$ cat config.mk
export PLATFORM = sky130hd
export DESIGN_NAME = frame_generator_top
export DESIGN_NICKNAME = d
export VERILOG_FILES = /design/src/hw/frame_pkg.sv /design/src/hw/byte_stream_if.sv /design/src/hw/fcs_appender.sv /design/src/hw/frame_generator_top.sv /design/src/hw/header_serializer.sv /design/src/hw/ipv4_header_checksum.sv /design/src/hw/preamble_inserter.sv
export VERILOG_INCLUDE_DIRS = /design/src /design/src/hw
export SDC_FILE = /design/constraint.sdc
export NUM_CORES = 1
export LEC_CHECK = 0
export BUFFER_PORTS_ARGS = -buffer_cell sky130_fd_sc_hd__buf_2
export CAP_MARGIN = 20
export CORE_MARGIN = 1.5
export CORE_UTILIZATION = 63
export CTS_CLUSTER_DIAMETER = 50
export DETAILED_ROUTE_END_ITERATION = 7
export GPL_ROUTABILITY_DRIVEN = 0
export MAX_ROUTING_LAYER = met4
export PLACE_DENSITY = 0.94
export RECOVER_POWER = 50
export SYNTH_ARGS = -nofsm -noshare
export SYNTH_HDL_FRONTEND = slang
export SYNTH_SLANG_ARGS = --single-unit
$ cat constraint.sdc
create_clock -name clock -period 28.3 [get_ports clock]
set_input_delay 5.66 -clock clock [delete_from_list [all_inputs] [get_ports clock]]
set_output_delay 5.66 -clock clock [all_outputs]
set_load 0.01 [all_outputs]
$ cat src/hw/frame_params.svh
`ifndef FRAME_PARAMS_SVH
`define FRAME_PARAMS_SVH

// Stream and buffer widths
`define FRAME_BYTE_WIDTH        8
`define BUFFER_ADDR_WIDTH       11

// Ethernet framing
`define MIN_PAYLOAD_BYTES       18
`define PREAMBLE_BYTES          7
`define PREAMBLE_BYTE           8'h55
`define SFD_BYTE                8'hD5
`define ETHERTYPE_IPV4          16'h0800

// Fixed IPv4 and UDP header values
`define IPV4_VERSION_IHL        8'h45
`define IPV4_TOS                8'h00
`define IPV4_TTL                8'h80
`define IPV4_PROTOCOL_UDP       8'h11
`define IPV4_HEADER_BYTES       20
`define UDP_HEADER_BYTES        8

// Reflected CRC-32
`define CRC32_POLY              32'hEDB88320
`define CRC32_INIT              32'hFFFFFFFF

`endif

$ cat src/hw/frame_pkg.sv
package frame_pkg;

    typedef logic [47:0] mac_addr_t;
    typedef logic [31:0] ipv4_addr_t;
    typedef logic [15:0] udp_port_t;

    // One complete frame request, captured on acceptance
    typedef struct packed {
        mac_addr_t   mac_destination;
        mac_addr_t   mac_source;
        ipv4_addr_t  ipv4_source;
        ipv4_addr_t  ipv4_destination;
        logic [15:0] identification;
        logic [15:0] flags;
        udp_port_t   udp_source;
        udp_port_t   udp_destination;
        logic [15:0] udp_checksum;
        logic [15:0] payload_length;
    } frame_request_t;

    typedef enum logic [2:0] {
        phase_idle,
        phase_mac_destination,
        phase_mac_source,
        phase_ethertype,
        phase_ipv4_header,
        phase_udp_header,
        phase_payload,
        phase_pad
    } header_state_t;

endpackage

$ cat src/hw/byte_stream_if.sv
`include "frame_params.svh"

interface byte_stream_if;

    logic [`FRAME_BYTE_WIDTH-1:0] data;
    logic                         valid;
    logic                         ready;
    logic                         last;

    modport source (
        output data,
        output valid,
        output last,
        input  ready
    );

    modport sink (
        input  data,
        input  valid,
        input  last,
        output ready
    );

endinterface

$ cat src/hw/fcs_appender.sv
`include "frame_params.svh"

module fcs_appender (
    input  logic          clock,
    input  logic          reset_n,
    byte_stream_if.sink   upstream,
    byte_stream_if.source downstream
);

    logic [31:0] crc;
    logic [1:0]  fcs_index;
    logic        fcs_active;
    logic        out_free;
    logic        in_fire;

    // One byte of reflected CRC-32, LSB first
    function automatic logic [31:0] crc32_byte(
        input logic [31:0]                  crc_in,
        input logic [`FRAME_BYTE_WIDTH-1:0] data_in
    );
        logic [31:0] c;
        int          bit_index;
        c = crc_in ^ 32'(data_in);
        for (bit_index = 0; bit_index < 8; bit_index++) begin
            c = c[0] ? ((c >> 1) ^ `CRC32_POLY) : (c >> 1);
        end
        return c;
    endfunction

    assign out_free       = !downstream.valid || downstream.ready;
    assign upstream.ready = !fcs_active && out_free;
    assign in_fire        = upstream.valid && upstream.ready;

    //////////////////////////////////////////////////////////////////////
    // Forwarding and FCS emission

    always_ff @(posedge clock) begin
        if (!reset_n) begin
            downstream.valid <= 1'b0;
            downstream.last  <= 1'b0;
            fcs_active       <= 1'b0;
            fcs_index        <= '0;
            crc              <= `CRC32_INIT;
        end else if (in_fire) begin
            downstream.valid <= 1'b1;
            downstream.last  <= 1'b0;
            crc              <= crc32_byte(crc, upstream.data);
            fcs_active       <= upstream.last;
            fcs_index        <= '0;
        end else if (fcs_active && out_free) begin
            downstream.valid <= 1'b1;
            downstream.last  <= fcs_index == 2'd3;
            fcs_index        <= fcs_index + 2'd1;
            if (fcs_index == 2'd3) begin
                fcs_active <= 1'b0;
                crc        <= `CRC32_INIT;
            end
        end else if (downstream.ready) begin
            downstream.valid <= 1'b0;
            downstream.last  <= 1'b0;
        end
    end

    always_ff @(posedge clock) begin
        if (in_fire) begin
            downstream.data <= upstream.data;
        end else if (fcs_active && out_free) begin
            downstream.data <= ~crc[8 * fcs_index +: 8];
        end
    end

endmodule

$ cat src/hw/frame_generator_top.sv
`include "frame_params.svh"

module frame_generator_top (
    input  logic                          clock,
    input  logic                          reset_n,
    input  logic                          start_valid,
    output logic                          start_ready,
    input  frame_pkg::mac_addr_t          mac_destination,
    input  frame_pkg::mac_addr_t          mac_source,
    input  frame_pkg::ipv4_addr_t         ipv4_source,
    input  frame_pkg::ipv4_addr_t         ipv4_destination,
    input  logic [15:0]                   ipv4_identification,
    input  logic [15:0]                   ipv4_flags,
    input  logic [15:0]                   udp_checksum,
    input  logic [15:0]                   payload_length,
    input  frame_pkg::udp_port_t          udp_source,
    input  frame_pkg::udp_port_t          udp_destination,
    output logic [`BUFFER_ADDR_WIDTH-1:0] buffer_address,
    input  logic [`FRAME_BYTE_WIDTH-1:0]  buffer_data,
    output logic [`FRAME_BYTE_WIDTH-1:0]  out_data,
    output logic                          out_valid,
    output logic                          out_last,
    input  logic                          out_ready
);

    frame_pkg::frame_request_t request;

    byte_stream_if hdr_stream ();
    byte_stream_if fcs_stream ();
    byte_stream_if out_stream ();

    assign request = '{
        mac_destination:  mac_destination,
        mac_source:       mac_source,
        ipv4_source:      ipv4_source,
        ipv4_destination: ipv4_destination,
        identification:   ipv4_identification,
        flags:            ipv4_flags,
        udp_source:       udp_source,
        udp_destination:  udp_destination,
        udp_checksum:     udp_checksum,
        payload_length:   payload_length
    };

    header_serializer i_header_serializer (
        .clock          (clock),
        .reset_n        (reset_n),
        .start_valid    (start_valid),
        .start_ready    (start_ready),
        .request        (request),
        .buffer_address (buffer_address),
        .buffer_data    (buffer_data),
        .stream         (hdr_stream.source)
    );

    fcs_appender i_fcs_appender (
        .clock      (clock),
        .reset_n    (reset_n),
        .upstream   (hdr_stream.sink),
        .downstream (fcs_stream.source)
    );

    preamble_inserter i_preamble_inserter (
        .clock      (clock),
        .reset_n    (reset_n),
        .upstream   (fcs_stream.sink),
        .downstream (out_stream.source)
    );

    assign out_data         = out_stream.data;
    assign out_valid        = out_stream.valid;
    assign out_last         = out_stream.last;
    assign out_stream.ready = out_ready;

endmodule

$ cat src/hw/header_serializer.sv
`include "frame_params.svh"

module header_serializer (
    input  logic                          clock,
    input  logic                          reset_n,
    input  logic                          start_valid,
    output logic                          start_ready,
    input  frame_pkg::frame_request_t     request,
    output logic [`BUFFER_ADDR_WIDTH-1:0] buffer_address,
    input  logic [`FRAME_BYTE_WIDTH-1:0]  buffer_data,
    byte_stream_if.source                 stream
);

    localparam logic [15:0] ethertype = `ETHERTYPE_IPV4;

    frame_pkg::header_state_t     state;
    frame_pkg::frame_request_t    request_q;
    logic [15:0]                  byte_count;
    logic [15:0]                  total_length;
    logic [15:0]                  udp_length;
    logic [15:0]                  ipv4_checksum;
    logic [`FRAME_BYTE_WIDTH-1:0] held_byte;
    logic                         held_valid;
    logic                         accept;
    logic                         fire;
    logic                         field_done;
    logic [159:0]                 ipv4_header;
    logic [63:0]                  udp_header;

    ipv4_header_checksum i_ipv4_header_checksum (
        .request      (request_q),
        .total_length (total_length),
        .checksum     (ipv4_checksum)
    );

    assign accept = start_valid && start_ready;
    assign fire   = stream.valid && stream.ready;

    assign ipv4_header = {`IPV4_VERSION_IHL, `IPV4_TOS, total_length,
                          request_q.identification, request_q.flags,
                          `IPV4_TTL, `IPV4_PROTOCOL_UDP, ipv4_checksum,
                          request_q.ipv4_source, request_q.ipv4_destination};
    assign udp_header  = {request_q.udp_source, request_q.udp_destination,
                          udp_length, request_q.udp_checksum};

    ////////////////////////////////////////////////////////////////////////
    // Byte selection

    always_comb begin
        case (state)
            frame_pkg::phase_mac_destination,
            frame_pkg::phase_mac_source: field_done = byte_count == 16'd5;
            frame_pkg::phase_ethertype:   field_done = byte_count == 16'd1;
            frame_pkg::phase_ipv4_header:
                field_done = byte_count == 16'(`IPV4_HEADER_BYTES - 1);
            frame_pkg::phase_udp_header:
                field_done = byte_count == 16'(`UDP_HEADER_BYTES - 1);
            frame_pkg::phase_payload:
                field_done = byte_count == request_q.payload_length - 16'd1;
            frame_pkg::phase_pad:
                field_done = byte_count == 16'(`MIN_PAYLOAD_BYTES - 1);
            default: field_done = 1'b0;
        endcase
    end

    always_comb begin
        stream.data = '0;
        case (state)
            frame_pkg::phase_mac_destination:
                stream.data = request_q.mac_destination[8 * (5 - byte_count) +: 8];
            frame_pkg::phase_mac_source:
                stream.data = request_q.mac_source[8 * (5 - byte_count) +: 8];
            frame_pkg::phase_ethertype:
                stream.data = ethertype[8 * (1 - byte_count) +: 8];
            frame_pkg::phase_ipv4_header:
                stream.data = ipv4_header[8 * (19 - byte_count) +: 8];
            frame_pkg::phase_udp_header:
                stream.data = udp_header[8 * (7 - byte_count) +: 8];
            // Fresh read unless a stall forced a copy
            frame_pkg::phase_payload:
                stream.data = held_valid ? held_byte : buffer_data;
            default: stream.data = '0;
        endcase
    end

    assign stream.valid = state != frame_pkg::phase_idle;
    assign stream.last  = field_done && ((state == frame_pkg::phase_pad) ||
                          (state == frame_pkg::phase_payload &&
                           request_q.payload_length >= 16'(`MIN_PAYLOAD_BYTES)));

    ////////////////////////////////////////////////////////////////////////
    // Phase sequencing

    always_ff @(posedge clock) begin
        if (!reset_n) begin
            state          <= frame_pkg::phase_idle;
            start_ready    <= 1'b0;
            byte_count     <= '0;
            buffer_address <= '0;
            held_valid     <= 1'b0;
        end else begin
            if (accept) begin
                start_ready <= 1'b0;
            end else if (state == frame_pkg::phase_idle || (fire && stream.last)) begin
                start_ready <= 1'b1;
            end

            if (accept) begin
                state          <= frame_pkg::phase_mac_destination;
                byte_count     <= '0;
                buffer_address <= '0;
            end else if (fire) begin
                byte_count <= byte_count + 16'd1;
                if (field_done) begin
                    byte_count <= '0;
                    case (state)
                        frame_pkg::phase_mac_destination: state <= frame_pkg::phase_mac_source;
                        frame_pkg::phase_mac_source:      state <= frame_pkg::phase_ethertype;
                        frame_pkg::phase_ethertype:       state <= frame_pkg::phase_ipv4_header;
                        frame_pkg::phase_ipv4_header:     state <= frame_pkg::phase_udp_header;
                        frame_pkg::phase_udp_header: begin
                            state <= (request_q.payload_length == 16'd0) ?
                                     frame_pkg::phase_pad : frame_pkg::phase_payload;
                        end
                        frame_pkg::phase_payload: begin
                            // Pad continues the data byte count
                            byte_count <= byte_count + 16'd1;
                            state      <= stream.last ? frame_pkg::phase_idle
                                                      : frame_pkg::phase_pad;
                        end
                        default: state <= frame_pkg::phase_idle;
                    endcase
                end
                // Read address runs one byte ahead of the stream
                if (state == frame_pkg::phase_payload ||
                    (state == frame_pkg::phase_udp_header && field_done)) begin
                    buffer_address <= buffer_address + 1'b1;
                end
            end

            if (fire) begin
                held_valid <= 1'b0;
            end else if (state == frame_pkg::phase_payload) begin
                held_valid <= 1'b1;
            end
        end
    end

    always_ff @(posedge clock) begin
        if (accept) begin
            request_q    <= request;
            total_length <= request.payload_length +
                            16'(`IPV4_HEADER_BYTES + `UDP_HEADER_BYTES);
            udp_length   <= request.payload_length + 16'(`UDP_HEADER_BYTES);
        end
        if (state == frame_pkg::phase_payload && !held_valid && !fire) begin
            held_byte <= buffer_data;
        end
    end

endmodule

$ cat src/hw/ipv4_header_checksum.sv
`include "frame_params.svh"

module ipv4_header_checksum (
    input  frame_pkg::frame_request_t request,
    input  logic [15:0]               total_length,
    output logic [15:0]               checksum
);

    logic [19:0] word_sum;
    logic [16:0] fold_once;
    logic [15:0] fold_twice;

    // Ten header words, checksum word counted as zero
    assign word_sum = 20'({`IPV4_VERSION_IHL, `IPV4_TOS})
                    + 20'(total_length)
                    + 20'(request.identification)
                    + 20'(request.flags)
                    + 20'({`IPV4_TTL, `IPV4_PROTOCOL_UDP})
                    + 20'(16'h0000)
                    + 20'(request.ipv4_source[31:16])
                    + 20'(request.ipv4_source[15:0])
                    + 20'(request.ipv4_destination[31:16])
                    + 20'(request.ipv4_destination[15:0]);

    // Second fold catches the carry out of the first
    assign fold_once  = 17'(word_sum[15:0]) + 17'(word_sum[19:16]);
    assign fold_twice = fold_once[15:0] + 16'(fold_once[16]);
    assign checksum   = ~fold_twice;

endmodule

$ cat src/hw/preamble_inserter.sv
`include "frame_params.svh"

module preamble_inserter (
    input  logic          clock,
    input  logic          reset_n,
    byte_stream_if.sink   upstream,
    byte_stream_if.source downstream
);

    logic [3:0] preamble_count;
    logic       in_preamble;

    // Pattern bytes, then delimiter at count PREAMBLE_BYTES
    assign in_preamble = preamble_count <= 4'(`PREAMBLE_BYTES);

    // Starts only once a frame is waiting upstream
    assign downstream.valid = upstream.valid;
    assign downstream.data  = !in_preamble ? upstream.data :
                              (preamble_count == 4'(`PREAMBLE_BYTES)) ? `SFD_BYTE :
                              `PREAMBLE_BYTE;
    assign downstream.last  = !in_preamble && upstream.last;
    assign upstream.ready   = !in_preamble && downstream.ready;

    always_ff @(posedge clock) begin
        if (!reset_n) begin
            preamble_count <= '0;
        end else if (downstream.valid && downstream.ready) begin
            if (in_preamble) begin
                preamble_count <= preamble_count + 4'd1;
            end else if (upstream.last) begin
                preamble_count <= '0;
            end
        end
    end

endmodule

Yosys cells after proc, flatten, opt, wreduce, memory -nomap -nowiden
Cells that the tools add are included.
- bits of input ports: 268
- word-level logic and storage cells: 157
- output and inout port bits: 22
- bits in registers: 377
- equality and inequality tests: 15
- $add $sub $neg: 21
- shift-type cells: 6
- mux-type cells: 35
- bitwise logic cells: 12
- reductions and logical operators: 40
- $lt $le $gt $ge: 2
- operators by type and width (operator ; number):
    $mux W32 ; 11
    $shiftx A160 B33 Y8 ; 1
    $add A20 B16 Y20 ; 6
    $not A13 Y14 ; 8
    $shiftx A48 B33 Y8 ; 2
    $shiftx A64 B33 Y8 ; 1
    $pmux W8 S6 ; 1
    $mux W8 ; 5
    $sub A3 B16 Y17 const A ; 2
    $shiftx A16 B33 Y8 const A ; 1
    $eq A16 B3 Y1 const B ; 2
    $eq A16 B5 Y1 const B ; 2
    $mux W16 ; 2
    $shiftx A32 B6 Y8 ; 1
    $xor A32 B8 Y32 ; 1
    $add A20 B16 Y20 const B ; 1
    $pmux W3 S6 ; 1
    $add A15 B16 Y17 const A ; 1
    $add A16 B4 Y17 ; 1
    $sub A1 B16 Y17 const A ; 1
    $sub A5 B16 Y17 const A ; 1
    $add A16 B1 Y16 ; 1
    $add A16 B1 Y16 const B ; 1
    $add A16 B4 Y16 const B ; 1
    30 further kinds ; 76

Logic depth before layout (Yosys ltp)
- depth after elaboration: 31
- depth in mapped cells: 42
- gate-level depth less buffers: 41

Hierarchy
From an unflattened synthesis, not the netlist that was laid out.
- cells, all modules: 1751
- area total of the unflattened synthesis: 21809.7 um2
- by module, submodules not included (module ; sequential area each (um2) ; cells an instance ; instances ; area an instance (um2)):
    header_serializer ; 9379.0 ; 945 ; 1 ; 14425.1
    ipv4_header_checksum ; 0.0 ; 537 ; 1 ; 4444.3
    fcs_appender ; 980.9 ; 233 ; 1 ; 2657.5
    preamble_inserter ; 80.1 ; 36 ; 1 ; 282.8

Worst setup path before layout
No wires, ideal clock.
- path type: input to register
- from: input start_valid
- to: register i_header_serializer.request_q, in the netlist i_header_serializer.ipv4_header[0] (enable)
- library setup time: 0.634 ns
- required time: 27.666 ns
- cell stages on the path: 2
- data arrival time: 11.207 ns
- slack: 16.459 ns
- buffers on the path: 0
- path through: nand2_1 inv_1
- cells in the longest elaborated chain, start to end: 1
- RTL lines (element ; line ; text):
    start: declaration ; frame_generator_top.sv:6 ; input logic start_valid,
    $logic_and A1 B1 Y1 ; header_serializer.sv:36 ; assign accept = start_valid && start_ready;
    named net i_header_serializer.accept ; header_serializer.sv:24 ; logic accept;
    end signal: assignment ; header_serializer.sv:151 ; request_q <= request;
    end: declaration ; header_serializer.sv:17 ; frame_pkg::frame_request_t request_q;
The timed path passes the listed nets, and every way through them passes these cells.
A chain may end at the register's enable or synchronous reset.

Worst setup path in the final report
- from: input start_valid
- to: register i_header_serializer.request_q, in the netlist i_header_serializer.ipv4_header[27] (enable)
The elaborated chain is that of the path after synthesis.

==> metrics.md <==
| Metric | Value |
|---|---|
| Drt first pass iters | 8 |
| Final worst-path cycle share | 43.1% |
| Crit end category | flop |
| Routed wire per std cell | 25.8 um |
| Synthesized area | 0.0210 mm2 |
| Insertion delay of the later-clocked pin in the worst-skew pair | 0.57 ns |
| CP endpoint | i_header_serializer.ipv4_header[27] |
| Hold-fix buffers at CTS | 0 |
| TritonCTS clock tree | yes |
| Root buffer cell | clkbuf_16 |
| Vias in the first global route | 16,400 |
| XOR/XNOR Fraction of Synth Area | 8.36% |
| CP max FO | around 130 |
| Yosys reg bits | roughly 370 |
| Wire length of the first global-routing pass | 92.9 mm |
| Pwr dens | about 85 mW/mm2 |
| Vert. Die Dim | 186 um |
| Cell Count, Final, Fillers Out | 2,426 |
| CTS max path bufs | 3 |
| Status | finished, violations left |
| Floorplan row count | 66 |
| Die Area | 0.0344 mm2 |
| Ys Warns | 0 |
| Dpl hpwl | approximately 44 mm |
| Min cycle time layout | ~12 ns |
| Pin count of the biggest net entering global routing | 133 |
| Worst min-delay path class | flop to flop |
| Slew Viols, Final | between 100 and 150 |
| Post-CTS setup buffer count | 0 |
| Area grow syn2layout | 14.6% |
| Clock sinks | around 370 |
| Via count | 16,000 |
| Net count reported at finish | about 2,400 |
| Final ANT Viol Nets | 0 |
| Share of cells above drive strength 1 | 21.0% |
| Synth cell types | 93 |
| Chip width | 186 um |
| Top_reg_cell synth | edfxtp_1 |
| Max-Slew Margin vs Limit | -281% |
| Number of port buffers | 289 |
| Core ar. | 0.0327 mm2 |
| Complex-gate fraction of the synthesized area | 8.10% |
| Max_cap viols | 1 |
| H-Tree Depth | 2 |
| Crit Path Class | input pin to flop |
| Final Skew | 0.0268 ns |
| Fin. Hold Viols | 0 |
| I/O pin count | 290 |
| Synth async-reset ratio | 0% |
| Reg2Reg Launch Point | i_header_serializer.total_length[11] |
| Fmax | a little over 80 MHz |
| Mux contribution to synthesized area | 9.23% |
| Worst R2R Path Depth | 37 |
| RSZ-0062 raised after global routing | false |
| Cells resized by post-CTS repair | 0 |
| Post-synth EDFFs | 299 |
| Sequential area share after synthesis | about half |
| DRC errors left | 15 |
| Reg clk slew, reported paths | around 0.060 ns |
| Initial core utilization | 64.2% |
| Simple-gate share of the synthesized area | 9.11% |
| Most frequent cells in the layout | 299 x edfxtp_1, 238 x buf_2, 148 x inv_1, 127 x nand2_1, 94 x nor2_1 |
| Leak pwr | 9.24 nW |
| Grt total ovfl | 0 |
| Detailed Route Iter0 Violations | 2,562 |
| Slew of the pin with the lowest slew margin | 5.71 ns |
| Maximum vdd drop | approximately 0.000087 V |
| Leading cell type in the layout, fill and taps excluded | edfxtp_1 |
| Worst R2R Setup Slack | roughly 18 ns |
| Synth Area in Adders | 11.5% |
| Setup_tns | 0 ns |
| R2R Path End | i_fcs_appender.crc[15] |
| Dpl cells | about 2,300 |
| Overall routing resource usage | 38.2% |
| Largest family of logic cells by synthesized area | adder cells |
| Syn avg cell area | 12.6 um2 |
| Final hold slack | between 0.5 and 0.6 ns |
| Drt total wl | ~63 mm |
| CP Data Arrival Time | approximately 12 ns |
| Num CTS Buffers | 40 |
| Post-Route Utilization | about 74% |
| Post-synthesis cell count | 1,664 |
| Post-synth net total | 2,077 |
| Initial antenna violation count | 8 |
| Crit path required time | about 28 ns |
| Vias per inst | 6.60 |
| Failing checks | design-rule violations, max-capacitance violations, max-slew violations |
| FILL cells | approximately 2,000 |
| Critical Path Start | start_valid |
| Final setup fails | 0 |
| Crit start category | input pin |
## sequential cells by signal, summed over array words and instances, names as in the netlist
name	cells
i_header_serializer.held_byte	8
i_fcs_appender.downstream.last	1
i_header_serializer.byte_count	16
i_header_serializer.total_length	14
i_header_serializer.ipv4_header	96
i_header_serializer.buffer_address	11
i_fcs_appender.downstream.data	8
i_header_serializer.request_q	157
i_header_serializer.udp_length	16
i_preamble_inserter.preamble_count	4
i_header_serializer.held_valid	1
i_header_serializer.state	3
i_fcs_appender.crc	32
i_fcs_appender.downstream.valid	1
i_header_serializer.start_ready	1
i_fcs_appender.fcs_index	2
i_fcs_appender.fcs_active	1
## worst max-delay path, stage by stage
cell        delay, ns
buf_2            0.10
nand2_1          0.21
clkinvlp_2       4.06
buf_4            2.01
## cell type report
class	count	area, um2	area share (%)
inverters	151	568	2.36
clock buffers	51	1090	4.55
well taps	442	553	2.30
diodes	10	25.0	0.104
flip-flops and latches	372	10400	43.4
clock inverters	22	170	0.708
repair buffers	300	1470	6.09
multi-input cells	1078	9730	40.4
## metal layers
layer / vias up / GRT usage (%) / routed length [um]
li1: 6631 / - / -
met1: 7542 / 41.5 / 20000
met2: 1406 / 61.7 / 29600
met3: 424 / 11.9 / 8210
met4: 0 / 23.3 / 4700
met5: - / - / 0
## stage by stage
step | total power [mW] | instance area (um2) | setup slack (ns)
final | 2.04 | 24000 | 16.11
after global routing | 2.12 | 24000 | 15.55
after CTS | 1.99 | 24100 | 18.03
after detailed placement | 1.48 | 22800 | 18.19
after global placement | 1.43 | 22800 | 18.86
after floorplan | 1.28 | 21000 | 16.46
## logic make-up (layout without fill, tap and decap cells)
| family | Yosys count | in the layout |
|---|---|---|
| flip-flops | 372 | 372 |
| AO/OA/AOI/OAI | 246 | 246 |
| adder cells (fa/ha/maj) | 145 | 145 |
| other | 0 | 10 |
| AND/OR/NAND/NOR | 392 | 392 |
| XOR/XNOR | 181 | 181 |
| multiplexers | 114 | 114 |
| buffers and inverters | 214 | 524 |
## where the power goes
part | switching, mW | total, mW | leakage (nW) | internal, mW
sequential | 0.0216 | 0.646 | 3.37 | 0.624
combinational | 0.553 | 0.894 | 5.26 | 0.341
clock | 0.225 | 0.504 | 0.620 | 0.279
## how the worst min path moves through the flow
stage | start | endpoint | slack, ns | depth (start not counted)
global route | i_header_serializer.buffer_address[8] | i_header_serializer.buffer_address[8] | 0.51 | 2
CTS | i_header_serializer.buffer_address[8] | i_header_serializer.buffer_address[8] | 0.50 | 2
floorplan | i_fcs_appender.downstream.last | i_fcs_appender.downstream.last | 0.45 | 2
detailed placement | i_fcs_appender.downstream.last | i_fcs_appender.downstream.last | 0.48 | 2
finish | i_fcs_appender.downstream.last | i_fcs_appender.downstream.last | 0.50 | 2
global placement | i_header_serializer.buffer_address[8] | i_header_serializer.buffer_address[8] | 0.47 | 2
## synthesized netlist by cell type (6+ instances only)
cell type	count	area share, %
mux2i_1	45	2.1
nand2_1	127	2.3
o21a_1	8	0.29
o21ai_0	49	1.2
a21o_1	6	0.21
nor4_1	9	0.27
nand2b_1	12	0.36
clkbuf_1	36	0.64
dfxtp_1	73	7.0
o221ai_1	9	0.38
o22ai_1	30	0.89
nor2_1	94	1.7
mux2_2	6	0.32
a21oi_1	49	1.2
ha_1	65	3.9
or3_1	7	0.21
xor2_1	76	3.2
fa_1	80	7.6
a22oi_1	8	0.29
o22a_1	6	0.25
nand4_1	21	0.63
nor2b_1	9	0.27
buf_2	18	0.43
nor3_1	27	0.64
edfxtp_1	299	43
inv_1	149	2.7
xnor2_1	90	3.8
nand3_1	33	0.79
a31oi_1	9	0.27
mux4_2	63	6.8
and3_1	15	0.45
buf_1	8	0.14
and2_1	7	0.21
No activity file was read; power rests on OpenSTA's default activity.
